[config.mk]
export PLATFORM = sky130hd
export DESIGN_NAME = exceptionUnit
export DESIGN_NICKNAME = d
export VERILOG_FILES = /design/src/hw/excCausePkg.sv /design/src/hw/excVectorPkg.sv /design/src/hw/clearTokenPipe.sv /design/src/hw/exceptionPriority.sv /design/src/hw/exceptionUnit.sv /design/src/hw/interruptSequencer.sv /design/src/hw/saveStallTimer.sv
export SDC_FILE = /design/constraint.sdc
export NUM_CORES = 1
export LEC_CHECK = 0
export BUFFER_PORTS_ARGS = -buffer_cell sky130_fd_sc_hd__buf_2
export CAP_MARGIN = 30
export CELL_PAD_IN_SITES_DETAIL_PLACEMENT = 1
export CELL_PAD_IN_SITES_GLOBAL_PLACEMENT = 1
export CORE_UTILIZATION = 32
export CTS_BUF_LIST = sky130_fd_sc_hd__clkbuf_4
export DETAILED_ROUTE_END_ITERATION = 10
export PLACE_DENSITY = 0.8
export SLEW_MARGIN = 20
export SYNTH_ARGS = -nofsm -noshare
export SYNTH_HDL_FRONTEND = slang
export SYNTH_SLANG_ARGS = --single-unit
[constraint.sdc]
create_clock -name clk -period 3.8 [get_ports clk]
set_input_delay 0.57 -clock clk [delete_from_list [all_inputs] [get_ports clk]]
set_output_delay 0.57 -clock clk [all_outputs]
set_load 0.02 [all_outputs]
[src/hw/excCausePkg.sv]
package excCausePkg;

  // Flush strobes per pipeline stage
  // D sits in the MSB, W in the LSB
  typedef struct packed {
    logic d;
    logic e;
    logic m;
    logic w;
  } flushVec_t;

  // No flush
  localparam flushVec_t FlushNone = 4'b0000;

  // Data abort caught in M, whole pipe goes
  localparam flushVec_t FlushDataAbort = 4'b1111;

  // Causes caught in E
  // W keeps the older instruction retiring
  localparam flushVec_t FlushSync = 4'b1110;

  // Interrupt assert with the clear token in M
  // Only D and M hold anything worth killing
  localparam flushVec_t FlushInterrupt = 4'b1010;

  // Interrupt the clear token is draining for
  typedef enum logic {
    KindFiq,
    KindIrq
  } intKind_t;

  // Interrupt sequencer states
  typedef enum logic [1:0] {
    Idle,
    Insert,
    Drain
  } seqState_t;

endpackage

[src/hw/excVectorPkg.sv]
package excVectorPkg;

  // One-hot PC vector
  // MSB to LSB: FIQ, IRQ, abort 2nd cycle, prefetch, SWI, undef, reset
  typedef logic [6:0] pcVector_t;

  // Bit positions in pcVector_t
  localparam int VecFiq        = 6;
  localparam int VecIrq        = 5;
  localparam int VecDataAbort2 = 4;
  localparam int VecPrefetch   = 3;
  localparam int VecSwi        = 2;
  localparam int VecUndef      = 1;
  localparam int VecReset      = 0;

  // Decode stall while mov r14, pc goes in
  // Two cycles covers the inserted mov and its issue slot
  localparam int SaveCyclesDefault = 2;

endpackage

[src/hw/clearTokenPipe.sv]
`timescale 1ns/1ps

module clearTokenPipe
  import excCausePkg::*;
(
  input  logic      clk,
  input  logic      rst,
  input  logic      PipelineClearF,
  input  logic      ExceptionStallD,
  input  flushVec_t ExceptionFlush,
  output logic      PipelineClearD,
  output logic      PipelineClearM,
  output logic      tokenAlive
);

  // Token position, one bit per stage
  logic tokD;
  logic tokE;
  logic tokM;

  always_ff @(posedge clk) begin
    if (rst) begin
      tokD <= 1'b0;
      tokE <= 1'b0;
      tokM <= 1'b0;
    end else if (ExceptionStallD) begin
      // Frozen in place, a flush still kills it
      // Token at F is not taken while decode is stalled
      tokD <= tokD & ~ExceptionFlush.d;
      tokE <= tokE & ~ExceptionFlush.e;
      tokM <= tokM & ~ExceptionFlush.m;
    end else begin
      // Advance one stage
      // A flushed stage hands nothing on
      tokD <= PipelineClearF;
      tokE <= tokD & ~ExceptionFlush.d;
      tokM <= tokE & ~ExceptionFlush.e;
    end
  end

  assign PipelineClearD = tokD;
  assign PipelineClearM = tokM;

  // Token somewhere between F and M
  assign tokenAlive = PipelineClearF | tokD | tokE | tokM;

endmodule

[src/hw/exceptionPriority.sv]
`timescale 1ns/1ps

module exceptionPriority
  import excCausePkg::*, excVectorPkg::*;
(
  input  logic      clk,
  input  logic      rst,
  input  logic      DataAbort,
  input  logic      PrefetchAbortE,
  input  logic      UndefinedInstrE,
  input  logic      SWIE,
  input  logic      FIQAssert,
  input  logic      IRQAssert,
  output flushVec_t ExceptionFlush,
  output pcVector_t PCVectorAddress,
  output logic      ExceptionSavePC
);

  // Marks the cycle after a taken data abort
  logic dataAbort2;
  // Data abort that wins this cycle
  logic dataAbortTaken;
  // E-stage causes grouped, they share a flush pattern
  logic syncE;

  // A held abort level does not retrigger in its own 2nd cycle
  assign dataAbortTaken = DataAbort & ~dataAbort2;
  assign syncE          = PrefetchAbortE | UndefinedInstrE | SWIE;

  // Second-cycle marker
  always_ff @(posedge clk) begin
    if (rst) begin
      dataAbort2 <= 1'b0;
    end else begin
      dataAbort2 <= dataAbortTaken;
    end
  end

  // Flush strobes by fixed priority
  always_comb begin
    if (DataAbort) begin
      ExceptionFlush = FlushDataAbort;
    end else if (syncE) begin
      ExceptionFlush = FlushSync;
    end else if (FIQAssert || IRQAssert) begin
      ExceptionFlush = FlushInterrupt;
    end else begin
      ExceptionFlush = FlushNone;
    end
  end

  // One-hot vector of the winning cause
  always_comb begin
    PCVectorAddress = '0;
    // Reset vector rides on top of everything
    PCVectorAddress[VecReset] = rst;
    if (dataAbort2) begin
      // mov being inserted, nothing else goes out
      PCVectorAddress[VecDataAbort2] = 1'b1;
    end else if (DataAbort) begin
      // Abort vector follows next cycle
      PCVectorAddress[VecDataAbort2] = 1'b0;
    end else if (PrefetchAbortE) begin
      PCVectorAddress[VecPrefetch] = 1'b1;
    end else if (UndefinedInstrE) begin
      PCVectorAddress[VecUndef] = 1'b1;
    end else if (SWIE) begin
      PCVectorAddress[VecSwi] = 1'b1;
    end else if (FIQAssert) begin
      PCVectorAddress[VecFiq] = 1'b1;
    end else if (IRQAssert) begin
      PCVectorAddress[VecIrq] = 1'b1;
    end
  end

  // Any vector bit means the PC must be saved
  assign ExceptionSavePC = |PCVectorAddress;

endmodule

[src/hw/exceptionUnit.sv]
`timescale 1ns/1ps

module exceptionUnit
  import excCausePkg::*, excVectorPkg::*;
#(
  parameter int SaveCycles = SaveCyclesDefault
) (
  input  logic      clk,
  input  logic      rst,
  input  logic      DataAbort,
  input  logic      PrefetchAbortE,
  input  logic      UndefinedInstrE,
  input  logic      SWIE,
  input  logic      FIQ,
  input  logic      IRQ,
  input  logic      FIQEnabled,
  input  logic      IRQEnabled,
  output flushVec_t ExceptionFlush,
  output pcVector_t PCVectorAddress,
  output logic      ExceptionSavePC,
  output logic      ExceptionStallD,
  output logic      PipelineClearF,
  output logic      PipelineClearD,
  output logic      PipelineClearM,
  output logic      FIQAssert,
  output logic      IRQAssert
);

  // Any synchronous cause this cycle
  logic syncException;
  // Token still in flight
  logic tokenAlive;

  assign syncException = DataAbort | PrefetchAbortE | UndefinedInstrE | SWIE;

  exceptionPriority exceptionPriority_i (
    .clk             (clk),
    .rst             (rst),
    .DataAbort       (DataAbort),
    .PrefetchAbortE  (PrefetchAbortE),
    .UndefinedInstrE (UndefinedInstrE),
    .SWIE            (SWIE),
    .FIQAssert       (FIQAssert),
    .IRQAssert       (IRQAssert),
    .ExceptionFlush  (ExceptionFlush),
    .PCVectorAddress (PCVectorAddress),
    .ExceptionSavePC (ExceptionSavePC)
  );

  // Stall doubles as the sequencer's busy
  interruptSequencer interruptSequencer_i (
    .clk            (clk),
    .rst            (rst),
    .FIQ            (FIQ),
    .IRQ            (IRQ),
    .FIQEnabled     (FIQEnabled),
    .IRQEnabled     (IRQEnabled),
    .timerBusy      (ExceptionStallD),
    .syncException  (syncException),
    .tokenAlive     (tokenAlive),
    .PipelineClearM (PipelineClearM),
    .PipelineClearF (PipelineClearF),
    .FIQAssert      (FIQAssert),
    .IRQAssert      (IRQAssert)
  );

  saveStallTimer #(
    .SaveCycles (SaveCycles)
  ) saveStallTimer_i (
    .clk             (clk),
    .rst             (rst),
    .ExceptionSavePC (ExceptionSavePC),
    .ExceptionStallD (ExceptionStallD)
  );

  clearTokenPipe clearTokenPipe_i (
    .clk             (clk),
    .rst             (rst),
    .PipelineClearF  (PipelineClearF),
    .ExceptionStallD (ExceptionStallD),
    .ExceptionFlush  (ExceptionFlush),
    .PipelineClearD  (PipelineClearD),
    .PipelineClearM  (PipelineClearM),
    .tokenAlive      (tokenAlive)
  );

endmodule

[src/hw/interruptSequencer.sv]
`timescale 1ns/1ps

module interruptSequencer
  import excCausePkg::*;
(
  input  logic clk,
  input  logic rst,
  input  logic FIQ,
  input  logic IRQ,
  input  logic FIQEnabled,
  input  logic IRQEnabled,
  input  logic timerBusy,
  input  logic syncException,
  input  logic tokenAlive,
  input  logic PipelineClearM,
  output logic PipelineClearF,
  output logic FIQAssert,
  output logic IRQAssert
);

  seqState_t state;
  seqState_t stateNext;
  // Interrupt recorded at the Idle decision
  intKind_t  kind;
  intKind_t  kindNext;
  // Masked requests
  logic      fiqReq;
  logic      irqReq;

  assign fiqReq = FIQ & FIQEnabled;
  assign irqReq = IRQ & IRQEnabled;

  always_ff @(posedge clk) begin
    if (rst) begin
      state <= Idle;
      kind  <= KindFiq;
    end else begin
      state <= stateNext;
      kind  <= kindNext;
    end
  end

  always_comb begin
    stateNext      = state;
    kindNext       = kind;
    PipelineClearF = 1'b0;
    FIQAssert      = 1'b0;
    IRQAssert      = 1'b0;
    case (state)
      Idle: begin
        // Wait out any save sequence first
        if (!timerBusy && (fiqReq || irqReq)) begin
          // FIQ wins a tie
          kindNext  = fiqReq ? KindFiq : KindIrq;
          stateNext = Insert;
        end
      end
      Insert: begin
        // Token enters at F for one cycle
        PipelineClearF = 1'b1;
        stateNext      = Drain;
      end
      Drain: begin
        if (PipelineClearM && !syncException) begin
          // Older instructions all retired, raise it now
          FIQAssert = (kind == KindFiq);
          IRQAssert = (kind == KindIrq);
          stateNext = Idle;
        end else if (PipelineClearM || !tokenAlive) begin
          // Pre-empted in M or flushed on the way, try again
          stateNext = Insert;
        end
      end
      default: begin
        stateNext = Idle;
      end
    endcase
  end

endmodule

[src/hw/saveStallTimer.sv]
`timescale 1ns/1ps

module saveStallTimer
  import excVectorPkg::*;
#(
  parameter int SaveCycles = SaveCyclesDefault
) (
  input  logic clk,
  input  logic rst,
  input  logic ExceptionSavePC,
  output logic ExceptionStallD
);

  // Wide enough to hold SaveCycles itself
  localparam int CountW = $clog2(SaveCycles + 1);

  // Remaining stall cycles
  logic [CountW-1:0] count;

  always_ff @(posedge clk) begin
    if (rst) begin
      count <= '0;
    end else if (ExceptionSavePC) begin
      // New exception restarts the sequence
      count <= CountW'(SaveCycles);
    end else if (count != '0) begin
      count <= count - 1'b1;
    end
  end

  // Decode held while mov r14, pc is issued
  assign ExceptionStallD = (count != '0);

endmodule

# Word-level counts from Yosys, hierarchy flattened

Cells that the tools add are included.
W data, S select, Z words.

Bits in registers: 9
Input port bits: 10
Output and inout port bits: 18
Logic and storage cells: 80

Add/sub/neg operators: 1
Eq/ne operators: 4
Multiplexer cells: 34
Bitwise logic cells: 19
Reductions and logical operators: 14

Operator list:

| cell                  | number |
|---|---|
| $mux W2               | 11 |
| $mux W1               | 17 |
| $mux W4               | 3 |
| $or A1 B1 Y1          | 8 |
| $reduce_or A7 Y1      | 1 |
| $and A1 B1 Y1         | 6 |
| $mux W3               | 2 |
| $pmux W2 S3           | 1 |
| $not A1 Y1            | 5 |
| $reduce_and A2 Y1     | 2 |
| $reduce_bool A2 Y1    | 2 |
| $logic_not A1 Y1      | 3 |
| $logic_or A1 B1 Y1    | 3 |
| $ne A3 B1 Y1 const B  | 1 |
| $eq A2 B1 Y1 const B  | 1 |
| $eq A2 B2 Y1 const B  | 1 |
| $logic_and A1 B1 Y1   | 2 |
| $logic_not A2 Y1      | 1 |
| $ne A2 B1 Y1 const B  | 1 |
| $sub A2 B1 Y2 const B | 1 |

# Longest topological paths before layout

Depth after elaboration: 16
Depth in mapped cells: 5
Mapped depth without buffers: 5

# By module

From an unflattened synthesis, not the netlist that was laid out.

Cell total of the unflattened synthesis: 56
Area total of the unflattened synthesis: 516.7 sq um

By module, submodules not included:

| module             | instances | cells an instance | area each (sq um) | sequential area each (sq um) |
|---|---|---|---|---|
| interruptSequencer | 1         | 19                | 171.4             | 60.1 |
| exceptionPriority  | 1         | 17                | 142.6             | 20.0 |
| clearTokenPipe     | 1         | 13                | 125.1             | 60.1 |
| saveStallTimer     | 1         | 6                 | 70.1              | 40.0 |
| exceptionUnit      | 1         | 1                 | 7.5               | 0.0 |

# Worst setup path after synthesis

OpenSTA, ideal clock, no wires.

Path kind: input to output
Start point: input SWIE
End point: output PCVectorAddress[5]
Data arrival time: 1,535 ps
Required time: 3,230 ps
Path slack: 1,695 ps
Stages on the path: 3
Path buffers: 0
Cell sequence: nor4_4 -> nand2b_1 -> nor3b_1

Word-level cells in the longest chain between the ends: 12
Elaborated cells between the ends (all ways): 14
Those cells by class: 11 x mux; 1 x bitwise; 2 x reduce/logical

Ends and longest elaborated chain:

| item                | RTL line                 | RTL |
|---|---|---|
| start, declared     | exceptionUnit.sv:13      | `input logic SWIE,` |
| $or A1 B1 Y1        | exceptionUnit.sv:34      | `assign syncException = DataAbort \| PrefetchAbortE \| UndefinedInstrE \| SWIE;` |
| $logic_not A1 Y1    | interruptSequencer.sv:64 | `if (PipelineClearM && !syncException) begin` |
| $logic_and A1 B1 Y1 | interruptSequencer.sv:64 |  |
| $mux W1             | interruptSequencer.sv:64 |  |
| $mux W1             | interruptSequencer.sv:49 | `case (state)` |
| $mux W1             | exceptionPriority.sv:71  | `end else if (IRQAssert) begin` |
| $mux W1             | exceptionPriority.sv:69  | `end else if (FIQAssert) begin` |
| $mux W2 (*)         | exceptionPriority.sv:67  | `end else if (SWIE) begin` |
| $mux W2 (*)         | exceptionPriority.sv:65  | `end else if (UndefinedInstrE) begin` |
| $mux W2 (*)         | exceptionPriority.sv:63  | `end else if (PrefetchAbortE) begin` |
| $mux W2 (*)         | exceptionPriority.sv:60  | `end else if (DataAbort) begin` |
| $mux W2 (*)         | exceptionPriority.sv:57  | `if (dataAbort2) begin` |
| end, declared       | exceptionUnit.sv:19      | `output pcVector_t PCVectorAddress,` |

Mark *: on every way between the ends. The rest lies on a longest branch, timed or not.

# Final worst setup path

Start point: input SWIE
End point: output ExceptionSavePC

Word-level cells in the longest chain between the ends: 13
Elaborated cells between the ends (all ways): 21
Those cells by class: 17 x mux; 1 x bitwise; 3 x reduce/logical

Ends and longest elaborated chain:

| item                 | RTL line                 | RTL |
|---|---|---|
| $or A1 B1 Y1         | exceptionUnit.sv:34      |  |
| $logic_not A1 Y1     | interruptSequencer.sv:64 |  |
| $logic_and A1 B1 Y1  | interruptSequencer.sv:64 |  |
| $mux W1              | interruptSequencer.sv:64 |  |
| $mux W1              | interruptSequencer.sv:49 |  |
| $mux W1              | exceptionPriority.sv:71  |  |
| $mux W1              | exceptionPriority.sv:69  |  |
| $mux W2              | exceptionPriority.sv:67  |  |
| $mux W2              | exceptionPriority.sv:65  |  |
| $mux W2              | exceptionPriority.sv:63  |  |
| $mux W2              | exceptionPriority.sv:60  |  |
| $mux W2              | exceptionPriority.sv:57  |  |
| $reduce_or A7 Y1 (*) | exceptionPriority.sv:77  | `assign ExceptionSavePC = \|PCVectorAddress;` |
| end, declared        | exceptionUnit.sv:20      | `output logic ExceptionSavePC,` |

Marked as above.

==> flow_summary.yaml <==
clock_network:
  ctsResizeCount: 0
  h-tree-depth: 1
  root_buffer: "clkbuf_4"
  tritoncts: "yes"
  clk_path_buf_depth: 2
  path_clk_slew_ns: 0.06
  holdBufCountCts: 0
  cts.sinks: 9
  cts_buffers: 3
  post_cts_buffers: 0
  insertion_delay_ns: 0.26
sta:
  fmax_mhz: 444
  finClkSkew_ns: 0.000953
  timing.final.crit_share: 0.592
  finalSetupTns_ns: 0
  rsz0062_at_grt: "no"
  tightest_slew_ns: 0.363
  max_slew_margin: 0.756
  hold_slack_ns: 0.493
  setup_viol_count_final: 0
  final_hold_viol_count: 0
  period_needed_ns: 2.25
  drv_slew: 0
yosys:
  syn_nets: 73
  synth-edff-count: 0
  avgSynthCellArea_um2: 8.00
  synth-seq-cells: 9
  synth_top_flop_cell: "dfxtp_1"
  synthTopCellsByCount: "dfxtp_1, a21oi_1, nand2_1, nor2_1"
  async_flop_share: 0
  synthCells: 63
  synth_top_area_share: 0.357
  synth_warnings: 0
  synth_seq_area_share: 0.357
  ys_types: 26
  syn-cell-area_um2: 504
  synth_top_area_cell: "dfxtp_1"
  yosysMostFrequentCell: "dfxtp_1"
  synth_area_leaders: "dfxtp_1, a21oi_1, buf_4, nand2_1, nor3b_1"
die:
  die_w_um: 41.7
  design.die.area_um2: 1740
  ios: 28
  rows: 13
  coreArea_um2: 1380
  start_util: 0.365
  die_y_um: 41.7
worst_setup_path:
  cpMaxStageDelayCell: "or3_2"
  crit_type: "in -> out"
  startpoint_type: "input pin"
  cp.arrival_ns: 1.68
  critPathCaptureType: "output port"
  worstPathRequired_ns: 3.23
  cp_common_cell: "buf_2"
  crit_fanout: 3
  max_stage_delay_ns: 0.41
  path_cells: "buf_2, nor3_1, a21oi_1, or3_2, buf_2"
power:
  leakagePower_nw: 0.286
  peakVddDrop_mv: 0.201
  power_per_cell_area_nw_per_um2: 357
grt:
  grt_pass1_wl_mm: 2.39
  grt_pass1_vias: 552
  grt_overflow_total: 0
  antenna_found_initial: 0
  grtUsageTotal: 0.185
  grt_max_degree: 12
placed_design:
  hpwl_mm: 1.08
  place_congestion: 0.739
  port-buffer-count: 27
  place_inst: 99
layout:
  fin_cells: 103
  area_growth_pct: 29.0
  antenna_cells: 0
  num-nets-final: 99
  drive_above_1_share: 0.386
routing:
  drc: 0
  wl_mm: 1.42
  wl_per_cell_um: 13.8
  dr.pass1.iters: 4
  vias: 571
  via_per_inst: 5.54
  ant_nets: 0
  drt-initial-drc-count: 11
job:
  cap_violations: 0
worst_hold_path:
  hold_class: "reg -> reg"
run_status:
  status: "finished clean"
layout make-up:
cell class / instances / area, um2
clock buffers: 4 / 30.0
fillers: 181 / 732
inverters: 4 / 15.0
multi-input cells: 44 / 272
flip-flops and latches: 9 / 180
well taps: 15 / 18.8
repair buffers: 27 / 135
worst max-delay path: cells and delay by family:
kind,cells,cell delay [ns]
compound gates,1,0.13
simple gates,2,0.68
buf+inv,2,0.30
worst paths after layout:
check	startpoint	endpoint	slack, ns	depth (start not counted)
setup / recovery	SWIE	ExceptionSavePC	1.55	5
hold / removal	clearTokenPipe_i.tokE	clearTokenPipe_i.PipelineClearM	0.49	2
setup reg to reg	interruptSequencer_i.state[1]	interruptSequencer_i.kind	2.57	3
hold reg to reg	clearTokenPipe_i.tokE	clearTokenPipe_i.PipelineClearM	0.49	2
power by group:
part	leakage (nW)	switching (W)	internal, W
combinational	0.194	0.0000282	0.0000168
clock	0.0184	0.0000343	0.0000477
sequential	0.0736	0.00000634	0.0000993
stage by stage:
stage / instance area (um2) / power [W] / worst slack (ns) / util
2_1_floorplan: 504 / 0.000136 / 1.70 / -
3_3_place_gp: 621 / 0.000151 / 1.62 / 0.449
3_5_place_dp: 621 / 0.000152 / 1.58 / 0.449
4_1_cts: 651 / 0.000237 / 1.56 / 0.471
5_1_grt: 651 / 0.000245 / 1.45 / 0.471
6_report: 651 / 0.000232 / 1.55 / 0.471
metal layers:
layer	part of all wire	global-route usage	vias up	routed length [um]
li1	-	-	275	-
met1	0.39	0.189	265	559
met2	0.51	0.328	31	729
met3	0.090	0.0870	0	128
met4	0	0.0581	0	0
met5	0	0	-	0
registers in the layout (all words and copies together) (netlist names):
register                         cells
interruptSequencer_i.kind            1
clearTokenPipe_i.PipelineClearM      1
clearTokenPipe_i.PipelineClearD      1
exceptionPriority_i.dataAbort2       1
clearTokenPipe_i.tokE                1
interruptSequencer_i.state           2
saveStallTimer_i.count               2
cells by family after synthesis:
group           count (synthesis)  synth area share
flops                           9             0.357
compound gates                 14             0.184
simple gates                   30             0.355
buf+inv                        10             0.104
cell usage in the layout, fill, tap and decap left out:
cell / count
a2111oi_0: 1
a211oi_1: 2
a21o_2: 1
a21oi_1: 6
a22o_1: 1
a311oi_1: 1
and2_1: 1
buf_2: 27
clkbuf_4: 4
dfxtp_1: 9
inv_1: 4
nand2_1: 6
nand2b_1: 2
nand3_1: 2
nand3b_1: 1
nand4_1: 1
nor2_1: 5
nor3_1: 3
nor3b_1: 3
nor4_1: 2
nor4_4: 1
nor4b_1: 1
o211ai_1: 1
o21ai_0: 1
or3_2: 1
or4_1: 1
Power figures use the tool's default switching activity.
